<file path="src/rtl/core_defines.svh">
`ifndef CORE_DEFINES_SVH
`define CORE_DEFINES_SVH

// Data and address width
`define XLEN 32

// First fetch address after reset
`define RESET_PC 32'h0000_0000

// Major opcodes of the supported RV32I subset
`define OPC_OP     7'h33
`define OPC_OP_IMM 7'h13
`define OPC_LUI    7'h37
`define OPC_AUIPC  7'h17
`define OPC_JAL    7'h6f
`define OPC_JALR   7'h67
`define OPC_BRANCH 7'h63
`define OPC_SYSTEM 7'h73

// Width of the one-hot ALU operation vector
`define ALU_OP_W 11

`endif
</file>
<file path="src/rtl/core_pkg.sv">
package core_pkg;

    // Bit positions inside the one-hot ALU operation vector
    typedef enum int unsigned {
        ALU_ADD  = 0,
        ALU_SUB  = 1,
        ALU_SLT  = 2,
        ALU_SLTU = 3,
        ALU_AND  = 4,
        ALU_OR   = 5,
        ALU_XOR  = 6,
        ALU_SLL  = 7,
        ALU_SRL  = 8,
        ALU_SRA  = 9,
        ALU_LUI  = 10
    } alu_op_e;

    // Branch condition with NONE for anything that is not a branch
    typedef enum logic [2:0] {
        BR_NONE = 3'd0,
        BR_EQ   = 3'd1,
        BR_NE   = 3'd2,
        BR_LT   = 3'd3,
        BR_GE   = 3'd4,
        BR_LTU  = 3'd5,
        BR_GEU  = 3'd6
    } br_cond_e;

endpackage

</file>
<file path="src/rtl/core_top.sv">
`timescale 1ns/10ps
`include "core_defines.svh"

module core_top import core_pkg::*; (
    input  logic             clk,
    input  logic             rst,
    output logic             imem_req,
    output logic [`XLEN-1:0] imem_addr,
    input  logic             imem_rvalid,
    input  logic [`XLEN-1:0] imem_rdata,
    output logic             commit_valid,
    output logic [`XLEN-1:0] commit_pc,
    output logic [4:0]       commit_rd,
    output logic             commit_we,
    output logic [`XLEN-1:0] commit_data,
    output logic             halted,
    output logic             illegal
);

    // Fetch to decode
    logic                 ifu_valid, idu_ready;
    logic [`XLEN-1:0]     if_pc;
    logic [31:0]          if_inst;

    // Decode to execute
    logic                 idu_valid, exu_ready;
    logic [`XLEN-1:0]     id_pc, id_imm;
    logic [4:0]           id_rs1, id_rs2, id_rd;
    logic [`ALU_OP_W-1:0] id_alu_op;
    br_cond_e             id_br_cond;
    logic                 id_src1_is_pc, id_src2_is_imm, id_is_jal, id_is_jalr;
    logic                 id_gpr_we, id_ebreak, id_not_impl;

    // Execute to fetch and register file
    logic                 redirect_valid;
    logic [`XLEN-1:0]     next_pc;
    logic [4:0]           raddr1, raddr2, waddr;
    logic [`XLEN-1:0]     rdata1, rdata2, wdata;
    logic                 we;

    ifu u_ifu (
        .clk            (clk),
        .rst            (rst),
        .redirect_valid (redirect_valid),
        .next_pc        (next_pc),
        .halted         (halted),
        .imem_req       (imem_req),
        .imem_addr      (imem_addr),
        .imem_rvalid    (imem_rvalid),
        .imem_rdata     (imem_rdata),
        .ifu_valid      (ifu_valid),
        .pc             (if_pc),
        .inst           (if_inst),
        .idu_ready      (idu_ready)
    );

    idu u_idu (
        .clk         (clk),
        .rst         (rst),
        .ifu_valid   (ifu_valid),
        .pc          (if_pc),
        .inst        (if_inst),
        .idu_ready   (idu_ready),
        .idu_valid   (idu_valid),
        .exu_ready   (exu_ready),
        .pc_out      (id_pc),
        .rs1         (id_rs1),
        .rs2         (id_rs2),
        .rd          (id_rd),
        .imm         (id_imm),
        .alu_op      (id_alu_op),
        .br_cond     (id_br_cond),
        .src1_is_pc  (id_src1_is_pc),
        .src2_is_imm (id_src2_is_imm),
        .is_jal      (id_is_jal),
        .is_jalr     (id_is_jalr),
        .gpr_we      (id_gpr_we),
        .ebreak      (id_ebreak),
        .not_impl    (id_not_impl)
    );

    exu u_exu (
        .clk            (clk),
        .rst            (rst),
        .idu_valid      (idu_valid),
        .exu_ready      (exu_ready),
        .pc             (id_pc),
        .rs1            (id_rs1),
        .rs2            (id_rs2),
        .rd             (id_rd),
        .imm            (id_imm),
        .alu_op         (id_alu_op),
        .br_cond        (id_br_cond),
        .src1_is_pc     (id_src1_is_pc),
        .src2_is_imm    (id_src2_is_imm),
        .is_jal         (id_is_jal),
        .is_jalr        (id_is_jalr),
        .gpr_we         (id_gpr_we),
        .ebreak         (id_ebreak),
        .not_impl       (id_not_impl),
        .raddr1         (raddr1),
        .raddr2         (raddr2),
        .rdata1         (rdata1),
        .rdata2         (rdata2),
        .we             (we),
        .waddr          (waddr),
        .wdata          (wdata),
        .redirect_valid (redirect_valid),
        .next_pc        (next_pc),
        .halted         (halted),
        .illegal        (illegal),
        .commit_valid   (commit_valid),
        .commit_pc      (commit_pc),
        .commit_rd      (commit_rd),
        .commit_we      (commit_we),
        .commit_data    (commit_data)
    );

    gpr u_gpr (
        .clk    (clk),
        .rst    (rst),
        .raddr1 (raddr1),
        .raddr2 (raddr2),
        .rdata1 (rdata1),
        .rdata2 (rdata2),
        .we     (we),
        .waddr  (waddr),
        .wdata  (wdata)
    );

endmodule

</file>
<file path="src/rtl/exu.sv">
`timescale 1ns/10ps
`include "core_defines.svh"

module exu import core_pkg::*; (
    input  logic                 clk,
    input  logic                 rst,
    input  logic                 idu_valid,
    output logic                 exu_ready,
    input  logic [`XLEN-1:0]     pc,
    input  logic [4:0]           rs1,
    input  logic [4:0]           rs2,
    input  logic [4:0]           rd,
    input  logic [`XLEN-1:0]     imm,
    input  logic [`ALU_OP_W-1:0] alu_op,
    input  br_cond_e             br_cond,
    input  logic                 src1_is_pc,
    input  logic                 src2_is_imm,
    input  logic                 is_jal,
    input  logic                 is_jalr,
    input  logic                 gpr_we,
    input  logic                 ebreak,
    input  logic                 not_impl,
    output logic [4:0]           raddr1,
    output logic [4:0]           raddr2,
    input  logic [`XLEN-1:0]     rdata1,
    input  logic [`XLEN-1:0]     rdata2,
    output logic                 we,
    output logic [4:0]           waddr,
    output logic [`XLEN-1:0]     wdata,
    output logic                 redirect_valid,
    output logic [`XLEN-1:0]     next_pc,
    output logic                 halted,
    output logic                 illegal,
    output logic                 commit_valid,
    output logic [`XLEN-1:0]     commit_pc,
    output logic [4:0]           commit_rd,
    output logic                 commit_we,
    output logic [`XLEN-1:0]     commit_data
);

    logic                 busy;
    logic [`XLEN-1:0]     pc_r, imm_r;
    logic [4:0]           rs1_r, rs2_r, rd_r;
    logic [`ALU_OP_W-1:0] alu_op_r;
    br_cond_e             br_cond_r;
    logic                 src1_is_pc_r, src2_is_imm_r, is_jal_r, is_jalr_r;
    logic                 gpr_we_r, ebreak_r, not_impl_r;
    logic [`XLEN-1:0]     src1, src2, sum, sra_res, alu_res, link, next_pc_c;
    logic [4:0]           shamt;
    logic                 halt, taken;

    always_ff @(posedge clk) begin
        if (idu_valid && !busy) begin
            pc_r          <= pc;
            rs1_r         <= rs1;
            rs2_r         <= rs2;
            rd_r          <= rd;
            imm_r         <= imm;
            alu_op_r      <= alu_op;
            br_cond_r     <= br_cond;
            src1_is_pc_r  <= src1_is_pc;
            src2_is_imm_r <= src2_is_imm;
            is_jal_r      <= is_jal;
            is_jalr_r     <= is_jalr;
            gpr_we_r      <= gpr_we;
            ebreak_r      <= ebreak;
            not_impl_r    <= not_impl;
        end
        if (busy) begin
            next_pc     <= next_pc_c;
            commit_pc   <= pc_r;
            commit_rd   <= rd_r;
            commit_we   <= gpr_we_r & ~halt;
            commit_data <= wdata;
        end
    end

    assign exu_ready = ~busy;
    assign raddr1    = rs1_r;
    assign raddr2    = rs2_r;

    assign src1    = src1_is_pc_r ? pc_r : rdata1;
    assign src2    = src2_is_imm_r ? imm_r : rdata2;
    assign shamt   = src2[4:0];
    assign sum     = src1 + src2;
    assign sra_res = $signed(src1) >>> shamt;

    assign alu_res = ({`XLEN{alu_op_r[ALU_ADD]}}  & sum)
                   | ({`XLEN{alu_op_r[ALU_SUB]}}  & (src1 - src2))
                   | ({`XLEN{alu_op_r[ALU_SLT]}}
                      & {{(`XLEN-1){1'b0}}, $signed(src1) < $signed(src2)})
                   | ({`XLEN{alu_op_r[ALU_SLTU]}} & {{(`XLEN-1){1'b0}}, src1 < src2})
                   | ({`XLEN{alu_op_r[ALU_AND]}}  & (src1 & src2))
                   | ({`XLEN{alu_op_r[ALU_OR]}}   & (src1 | src2))
                   | ({`XLEN{alu_op_r[ALU_XOR]}}  & (src1 ^ src2))
                   | ({`XLEN{alu_op_r[ALU_SLL]}}  & (src1 << shamt))
                   | ({`XLEN{alu_op_r[ALU_SRL]}}  & (src1 >> shamt))
                   | ({`XLEN{alu_op_r[ALU_SRA]}}  & sra_res)
                   | ({`XLEN{alu_op_r[ALU_LUI]}}  & src2);

    // Branches compare the two register values, never the immediate
    always_comb begin
        case (br_cond_r)
            BR_EQ:   taken = (rdata1 == rdata2);
            BR_NE:   taken = (rdata1 != rdata2);
            BR_LT:   taken = ($signed(rdata1) < $signed(rdata2));
            BR_GE:   taken = ($signed(rdata1) >= $signed(rdata2));
            BR_LTU:  taken = (rdata1 < rdata2);
            BR_GEU:  taken = (rdata1 >= rdata2);
            default: taken = 1'b0;
        endcase
    end

    assign halt      = ebreak_r | not_impl_r;
    assign link      = pc_r + `XLEN'd4;
    assign next_pc_c = is_jalr_r ? {sum[`XLEN-1:1], 1'b0} :
                       (is_jal_r || taken) ? sum : link;

    assign we    = busy & gpr_we_r & ~halt;
    assign waddr = rd_r;
    assign wdata = (is_jal_r || is_jalr_r) ? link : alu_res;

    always_ff @(posedge clk or posedge rst) begin
        if (rst) begin
            busy           <= 1'b0;
            commit_valid   <= 1'b0;
            redirect_valid <= 1'b0;
            halted         <= 1'b0;
            illegal        <= 1'b0;
        end else begin
            commit_valid   <= busy;
            redirect_valid <= busy & ~halt;
            if (busy) begin
                busy    <= 1'b0;
                halted  <= halted | halt;
                illegal <= illegal | not_impl_r;
            end else if (idu_valid) begin
                busy <= 1'b1;
            end
        end
    end

endmodule

</file>
<file path="src/rtl/idu.sv">
`timescale 1ns/10ps
`include "core_defines.svh"

module idu import core_pkg::*; (
    input  logic                 clk,
    input  logic                 rst,
    input  logic                 ifu_valid,
    input  logic [`XLEN-1:0]     pc,
    input  logic [31:0]          inst,
    output logic                 idu_ready,
    output logic                 idu_valid,
    input  logic                 exu_ready,
    output logic [`XLEN-1:0]     pc_out,
    output logic [4:0]           rs1,
    output logic [4:0]           rs2,
    output logic [4:0]           rd,
    output logic [`XLEN-1:0]     imm,
    output logic [`ALU_OP_W-1:0] alu_op,
    output br_cond_e             br_cond,
    output logic                 src1_is_pc,
    output logic                 src2_is_imm,
    output logic                 is_jal,
    output logic                 is_jalr,
    output logic                 gpr_we,
    output logic                 ebreak,
    output logic                 not_impl
);

    typedef enum logic {IDLE, BUSY} state_e;
    state_e state;

    logic [31:0]        inst_r;
    logic [`XLEN-1:0]   pc_r;
    logic [6:0]         opcode;
    logic [6:0]         funct7;
    logic [7:0]         f3_d;
    logic               op_r, op_i, op_b, f7_0, f7_20;
    logic               inst_add, inst_sub, inst_sll, inst_slt, inst_sltu;
    logic               inst_xor, inst_srl, inst_sra, inst_or, inst_and;
    logic               inst_addi, inst_slti, inst_sltiu, inst_xori, inst_ori;
    logic               inst_andi, inst_slli, inst_srli, inst_srai;
    logic               inst_lui, inst_auipc, inst_jal, inst_jalr, inst_ebreak;
    logic               type_r, type_i, type_u, type_j, type_b;
    logic [`XLEN-1:0]   imm_i, imm_b, imm_u, imm_j;

    always_ff @(posedge clk or posedge rst) begin
        if (rst) begin
            state <= IDLE;
        end else if (state == IDLE && ifu_valid) begin
            state <= BUSY;
        end else if (state == BUSY && exu_ready) begin
            state <= IDLE;
        end
    end

    always_ff @(posedge clk) begin
        if (state == IDLE && ifu_valid) begin
            inst_r <= inst;
            pc_r   <= pc;
        end
    end

    assign idu_ready = (state == IDLE);
    assign idu_valid = (state == BUSY);

    assign opcode = inst_r[6:0];
    assign funct7 = inst_r[31:25];
    assign f3_d   = 8'd1 << inst_r[14:12];
    assign op_r   = (opcode == `OPC_OP);
    assign op_i   = (opcode == `OPC_OP_IMM);
    assign op_b   = (opcode == `OPC_BRANCH);
    assign f7_0   = (funct7 == 7'h00);
    assign f7_20  = (funct7 == 7'h20);

    assign inst_add    = op_r & f3_d[0] & f7_0;
    assign inst_sub    = op_r & f3_d[0] & f7_20;
    assign inst_sll    = op_r & f3_d[1] & f7_0;
    assign inst_slt    = op_r & f3_d[2] & f7_0;
    assign inst_sltu   = op_r & f3_d[3] & f7_0;
    assign inst_xor    = op_r & f3_d[4] & f7_0;
    assign inst_srl    = op_r & f3_d[5] & f7_0;
    assign inst_sra    = op_r & f3_d[5] & f7_20;
    assign inst_or     = op_r & f3_d[6] & f7_0;
    assign inst_and    = op_r & f3_d[7] & f7_0;
    assign inst_addi   = op_i & f3_d[0];
    assign inst_slli   = op_i & f3_d[1] & f7_0;
    assign inst_slti   = op_i & f3_d[2];
    assign inst_sltiu  = op_i & f3_d[3];
    assign inst_xori   = op_i & f3_d[4];
    assign inst_srli   = op_i & f3_d[5] & f7_0;
    assign inst_srai   = op_i & f3_d[5] & f7_20;
    assign inst_ori    = op_i & f3_d[6];
    assign inst_andi   = op_i & f3_d[7];
    assign inst_lui    = (opcode == `OPC_LUI);
    assign inst_auipc  = (opcode == `OPC_AUIPC);
    assign inst_jal    = (opcode == `OPC_JAL);
    assign inst_jalr   = (opcode == `OPC_JALR) & f3_d[0];
    assign inst_ebreak = (inst_r == {12'h001, 13'h0, `OPC_SYSTEM});

    assign type_r = inst_add | inst_sub | inst_sll | inst_slt | inst_sltu
                  | inst_xor | inst_srl | inst_sra | inst_or  | inst_and;
    assign type_i = inst_addi | inst_slti | inst_sltiu | inst_xori | inst_ori
                  | inst_andi | inst_slli | inst_srli  | inst_srai | inst_jalr;
    assign type_u = inst_lui | inst_auipc;
    assign type_j = inst_jal;
    // bltu/bgeu are funct3 6 and 7, codes 2 and 3 are reserved
    assign type_b = op_b & (f3_d[0] | f3_d[1] | f3_d[4] | f3_d[5] | f3_d[6] | f3_d[7]);

    assign imm_i = {{20{inst_r[31]}}, inst_r[31:20]};
    assign imm_b = {{20{inst_r[31]}}, inst_r[7], inst_r[30:25], inst_r[11:8], 1'b0};
    assign imm_u = {inst_r[31:12], 12'b0};
    assign imm_j = {{12{inst_r[31]}}, inst_r[19:12], inst_r[20], inst_r[30:21], 1'b0};

    assign imm = ({`XLEN{type_i}} & imm_i)
               | ({`XLEN{type_b}} & imm_b)
               | ({`XLEN{type_u}} & imm_u)
               | ({`XLEN{type_j}} & imm_j);

    assign alu_op[ALU_ADD]  = inst_add | inst_addi | inst_auipc | inst_jalr;
    assign alu_op[ALU_SUB]  = inst_sub;
    assign alu_op[ALU_SLT]  = inst_slt | inst_slti;
    assign alu_op[ALU_SLTU] = inst_sltu | inst_sltiu;
    assign alu_op[ALU_AND]  = inst_and | inst_andi;
    assign alu_op[ALU_OR]   = inst_or | inst_ori;
    assign alu_op[ALU_XOR]  = inst_xor | inst_xori;
    assign alu_op[ALU_SLL]  = inst_sll | inst_slli;
    assign alu_op[ALU_SRL]  = inst_srl | inst_srli;
    assign alu_op[ALU_SRA]  = inst_sra | inst_srai;
    assign alu_op[ALU_LUI]  = inst_lui;

    always_comb begin
        br_cond = BR_NONE;
        if (type_b) begin
            case (1'b1)
                f3_d[0]: br_cond = BR_EQ;
                f3_d[1]: br_cond = BR_NE;
                f3_d[4]: br_cond = BR_LT;
                f3_d[5]: br_cond = BR_GE;
                f3_d[6]: br_cond = BR_LTU;
                default: br_cond = BR_GEU;
            endcase
        end
    end

    // The adder also forms pc+imm for jal and branch targets
    assign src1_is_pc  = inst_auipc | type_j | type_b;
    assign src2_is_imm = type_i | type_u | type_j | type_b;
    assign gpr_we      = type_r | type_i | type_u | type_j;
    assign is_jal      = inst_jal;
    assign is_jalr     = inst_jalr;
    assign ebreak      = inst_ebreak;
    assign not_impl    = ~(type_r | type_i | type_u | type_j | type_b | inst_ebreak);

    assign pc_out = pc_r;
    assign rs1    = inst_r[19:15];
    assign rs2    = inst_r[24:20];
    assign rd     = inst_r[11:7];

endmodule

</file>
<file path="src/rtl/ifu.sv">
`timescale 1ns/10ps
`include "core_defines.svh"

module ifu (
    input  logic             clk,
    input  logic             rst,
    input  logic             redirect_valid,
    input  logic [`XLEN-1:0] next_pc,
    input  logic             halted,
    output logic             imem_req,
    output logic [`XLEN-1:0] imem_addr,
    input  logic             imem_rvalid,
    input  logic [`XLEN-1:0] imem_rdata,
    output logic             ifu_valid,
    output logic [`XLEN-1:0] pc,
    output logic [31:0]      inst,
    input  logic             idu_ready
);

    typedef enum logic [1:0] {S_START, S_REQ, S_VALID, S_WAIT} state_e;
    state_e state;

    assign imem_req  = (state == S_REQ);
    assign imem_addr = pc;
    assign ifu_valid = (state == S_VALID);

    always_ff @(posedge clk or posedge rst) begin
        if (rst) begin
            state <= S_START;
            pc    <= `RESET_PC;
        end else begin
            case (state)
                S_START: if (!halted) state <= S_REQ;
                S_REQ: if (imem_rvalid) state <= S_VALID;
                S_VALID: if (idu_ready) state <= S_WAIT;
                // Only one instruction in flight, so wait for exu to resolve the next pc
                S_WAIT: begin
                    if (redirect_valid && !halted) begin
                        pc    <= next_pc;
                        state <= S_REQ;
                    end
                end
                default: state <= S_START;
            endcase
        end
    end

    always_ff @(posedge clk) begin
        if (state == S_REQ && imem_rvalid) begin
            inst <= imem_rdata;
        end
    end

endmodule

</file>
<file path="src/rtl/gpr.sv">
`timescale 1ns/10ps
`include "core_defines.svh"

module gpr (
    input  logic             clk,
    input  logic             rst,
    input  logic [4:0]       raddr1,
    input  logic [4:0]       raddr2,
    output logic [`XLEN-1:0] rdata1,
    output logic [`XLEN-1:0] rdata2,
    input  logic             we,
    input  logic [4:0]       waddr,
    input  logic [`XLEN-1:0] wdata
);

    logic [`XLEN-1:0] regs [32];

    always_ff @(posedge clk or posedge rst) begin
        if (rst) begin
            for (int i = 0; i < 32; i++) begin
                regs[i] <= '0;
            end
        end else if (we && waddr != 5'd0) begin
            regs[waddr] <= wdata;
        end
    end

    // x0 is never written, so it reads back as zero
    assign rdata1 = regs[raddr1];
    assign rdata2 = regs[raddr2];

endmodule

</file>
<file path="config.mk">
export PLATFORM = sky130hd
export DESIGN_NAME = core_top
export DESIGN_NICKNAME = d
export VERILOG_FILES = /design/src/rtl/core_pkg.sv /design/src/rtl/core_top.sv /design/src/rtl/exu.sv /design/src/rtl/idu.sv /design/src/rtl/ifu.sv /design/src/rtl/gpr.sv
export VERILOG_INCLUDE_DIRS = /design/src /design/src/rtl
export SDC_FILE = /design/constraint.sdc
export NUM_CORES = 2
export LEC_CHECK = 0
export BUFFER_PORTS_ARGS = -buffer_cell sky130_fd_sc_hd__buf_2
export CORE_MARGIN = 2
export CORE_UTILIZATION = 64
export DETAILED_ROUTE_END_ITERATION = 12
export HOLD_SLACK_MARGIN = 0.02
export PLACE_DENSITY = 0.81
export SLEW_MARGIN = 20
export SYNTH_ARGS = -nofsm -noshare
export SYNTH_HDL_FRONTEND = slang
export SYNTH_SLANG_ARGS = --single-unit
</file>
<file path="constraint.sdc">
create_clock -name clk -period 38.2 [get_ports clk]
set_input_delay 1.91 -clock clk [delete_from_list [all_inputs] [get_ports clk]]
set_output_delay 1.91 -clock clk [all_outputs]
set_load 0.1 [all_outputs]
</file>
==> impl_metrics.json <==
{
  "worstMarginPinSlew_ps": 1270,
  "layout_common_cells": "dfrtp_1, nand2_1, mux2i_1",
  "numCtsBuffers": 140,
  "status": "completed",
  "arrival_ps": 9840,
  "end_kind": "register",
  "cts_resized": 0,
  "cts_root_buf": "clkbuf_16",
  "fin_util_pct": 70.3,
  "via_per_inst": 7.25,
  "first_pass_iters": 8,
  "io-pin-count": 141,
  "maxCapViolations": 0,
  "detail-route-antenna-nets": 0,
  "drc": 0,
  "hold_viol_final": 0,
  "post-route-period-util_pct": 24.3,
  "synthArstFlopShare_pct": 78.1,
  "ys.flop_type": "dfrtp_1",
  "start_kind": "register",
  "finalWeightedCongestion": 1.05,
  "hp-class": "register to register",
  "ys_ff_latch": 1362,
  "die_area_um2": 122000,
  "synth_area_per_cell_um2": 10.8,
  "core_area_um2": 118000,
  "tns_ps": 0,
  "period_needed_ps": 9300,
  "post_cts_buffers": 0,
  "holdBufCountCts": 0,
  "syn_to_final_growth_pct": 8.83,
  "grt_pass1_wl_mm": 394,
  "r2r_setup_slack_ps": 28900,
  "dieWidth_um": 349,
  "ctsLongestPathBuffers": 3,
  "dp.cells": 8304,
  "dr.first_iter.drc_count": 9555,
  "io_buffers": 140,
  "htree_levels": 4,
  "routed-via-count": 62100,
  "crit_fanout": 132,
  "start_util_pct": 64.6,
  "p_per_area_nw_per_um2": 70.5,
  "rows": 126,
  "finalWirelength_mm": 268,
  "netlist_area_um2": 76400,
  "post_route_cells_drive_above_1_share_pct": 18.6,
  "wl_per_cell_um": 31.3,
  "antenna_found_initial": 11,
  "worst_skew_pair.late_latency_ps": 820,
  "clock_sinks": 1362,
  "grt_pass1_vias": 61000,
  "fin_skew_ps": 44.8,
  "die_y_um": 349,
  "setup_viol": 0,
  "track_usage_pct": 43.8,
  "nNetsFinal": 7084,
  "grt_overflow": 0,
  "cts_tree": "yes",
  "dp_hpwl_mm": 170,
  "yosysUniqueCellTypes": 91,
  "rsz0062_at_grt": "false",
  "final_cell_count_no_fill": 8563,
  "ir_drop_uv": 85.7,
  "synth_edf_count": 298,
  "crit_type": "register to register",
  "slew_headroom_pct": 12.7,
  "ys.warnings.count": 0,
  "synth_cells": 7065,
  "synth-seq-area-share_pct": 46.6,
  "whs_ps": 405,
  "cts.reportedPaths.clkPinSlew_ps": 70,
  "leakage_nw": 36.8,
  "max_freq_mhz": 108,
  "grt_max_degree": 193,
  "cp.required_ps": 38740,
  "slew_viol_final": 0,
  "syn_nets": 7237,
  "final_common_cell": "dfrtp_1"
}
-- cells by family (layout without fill, tap and decap cells) --
| family | after synthesis | count (layout) | share of synthesized area [%] |
|---|---|---|---|
| AO/OA/AOI/OAI | 1808 | 1808 | 14.3 |
| XOR/XNOR | 72 | 72 | 0.826 |
| adder cells (fa/ha/maj) | 137 | 137 | 2.26 |
| buffers and inverters | 804 | 762 | 4.49 |
| flip-flops | 1362 | 1362 | 46.6 |
| multiplexers | 1351 | 1351 | 23.0 |
| other | 0 | 4 | 0 |
| AND/OR/NAND/NOR | 1531 | 1531 | 8.48 |
-- routing by layer --
metal / part of all wire, % / up-vias / wire length, um / GRT usage, %
met5: 0.0060 / - / 16 / 0
met4: 7.3 / 2 / 19600 / 27.4
met3: 13 / 1039 / 35900 / 14.0
met2: 43 / 4643 / 114000 / 62.7
met1: 37 / 30800 / 98000 / 58.2
li1: - / 25600 / - / -
-- critical path, stage by stage, from the launching register on --
cell and delay (ps):
edfxtp_1 380, buf_12 700, buf_12 510, buf_4 940
mux2i_1 170, a22oi_1 220, a21oi_1 100, nor4_1 680
mux2i_1 520, ha_1 540, inv_1 130, a21oi_1 390
o21ai_0 260, a311o_1 460, and3_1 290, o31ai_1 540
nand2_1 340, and3_1 260, o21ai_0 330, nand4_1 160
o21ai_2 200, buf_4 350, inv_1 90
-- power by group --
part,leakage [nW],internal (W),switching (W)
Clock,2.34,0.000826,0.000603
Combinational,16.8,0.000790,0.00186
Sequential,17.6,0.00166,0.000113
Total,36.8,0.00328,0.00258
-- cells in the mapped netlist (all sizes together) (15+ instances only) --
library cell,instances,share of area [%]
nand2b,19,0.16
mux2i,710,9.3
o21ai,810,5.3
and3,25,0.20
a31oi,21,0.17
a22oi,306,3.0
a21oi,329,2.2
mux2,353,5.2
o2111ai,20,0.23
nor2b,22,0.18
o22ai,17,0.14
nor2,204,1.0
a21o,59,0.58
clkbuf,435,2.1
o31ai,46,0.45
edfxtp,298,12
nand3,52,0.34
nand4,20,0.16
o21bai,20,0.20
and2,27,0.22
ha,135,2.2
or2,15,0.12
inv,169,0.83
nand2,1021,5.0
mux4,288,8.5
a221oi,17,0.21
buf,197,1.5
nor3,29,0.19
nor4,59,0.50
xor2,21,0.24
dfrtp,1064,35
o211ai,35,0.34
xnor2,51,0.59
-- through the flow --
stage               instance area [um^2]  total power, W  setup slack, ps
floorplan                          76400         0.00346             6340
global placement                   78200         0.00431            29050
detailed placement                 78300         0.00433            29510
CTS                                83000         0.00575            29480
global route                       83100         0.00602            28720
finish                             83100         0.00586            28900
-- flip-flops by register name (all words and copies together), names as in the netlist, 2 cells and up --
signal and cells:
u_idu.pc_out 32, u_idu.inst_r 32, u_exu.commit_data 32, u_exu.waddr 5, u_ifu.imem_addr 32, u_exu.commit_pc 32, u_exu.commit_rd 5, u_ifu.inst 32
u_ifu.state 2, u_exu.imm_r 32, u_exu.next_pc 32, u_exu.alu_op_r 11, u_gpr.regs 1024, u_exu.raddr2 5, u_exu.raddr1 5, u_exu.pc_r 32
u_exu.br_cond_r 3
-- worst paths after layout --
path / depth (start not counted) / from / endpoint
worst max-delay path: 22 / u_exu.raddr1[1]$_DFFE_PP_ / u_exu.commit_data[26]$_DFFE_PP_
max in group asynchronous: 5 / rst / u_gpr.regs[12]$_DFFE_PP0P_
worst min register to register: 0 / u_gpr.regs[992]$_DFFE_PP0P_ / u_gpr.regs[992]$_DFFE_PP0P_
worst min-delay path: 0 / u_gpr.regs[992]$_DFFE_PP0P_ / u_gpr.regs[992]$_DFFE_PP0P_
min in group asynchronous: 2 / rst / u_gpr.regs[122]$_DFFE_PP0P_
worst max register to register: 22 / u_exu.raddr1[1]$_DFFE_PP_ / u_exu.commit_data[26]$_DFFE_PP_
-- layout make-up --
cell class                      instances  area (um^2)
Tap cell                             1536         1920
Clock buffer                          199         4050
Clock inverter                         54          713
Sequential cell                      1362        35600
Antenna cell                            4         10.0
Multi-Input combinational cell       4899        37800
Fill cell                            8189        35100
Timing Repair Buffer                  337         2340
Inverter                              172          653
Note: power is estimated with default switching activity, not from simulation.
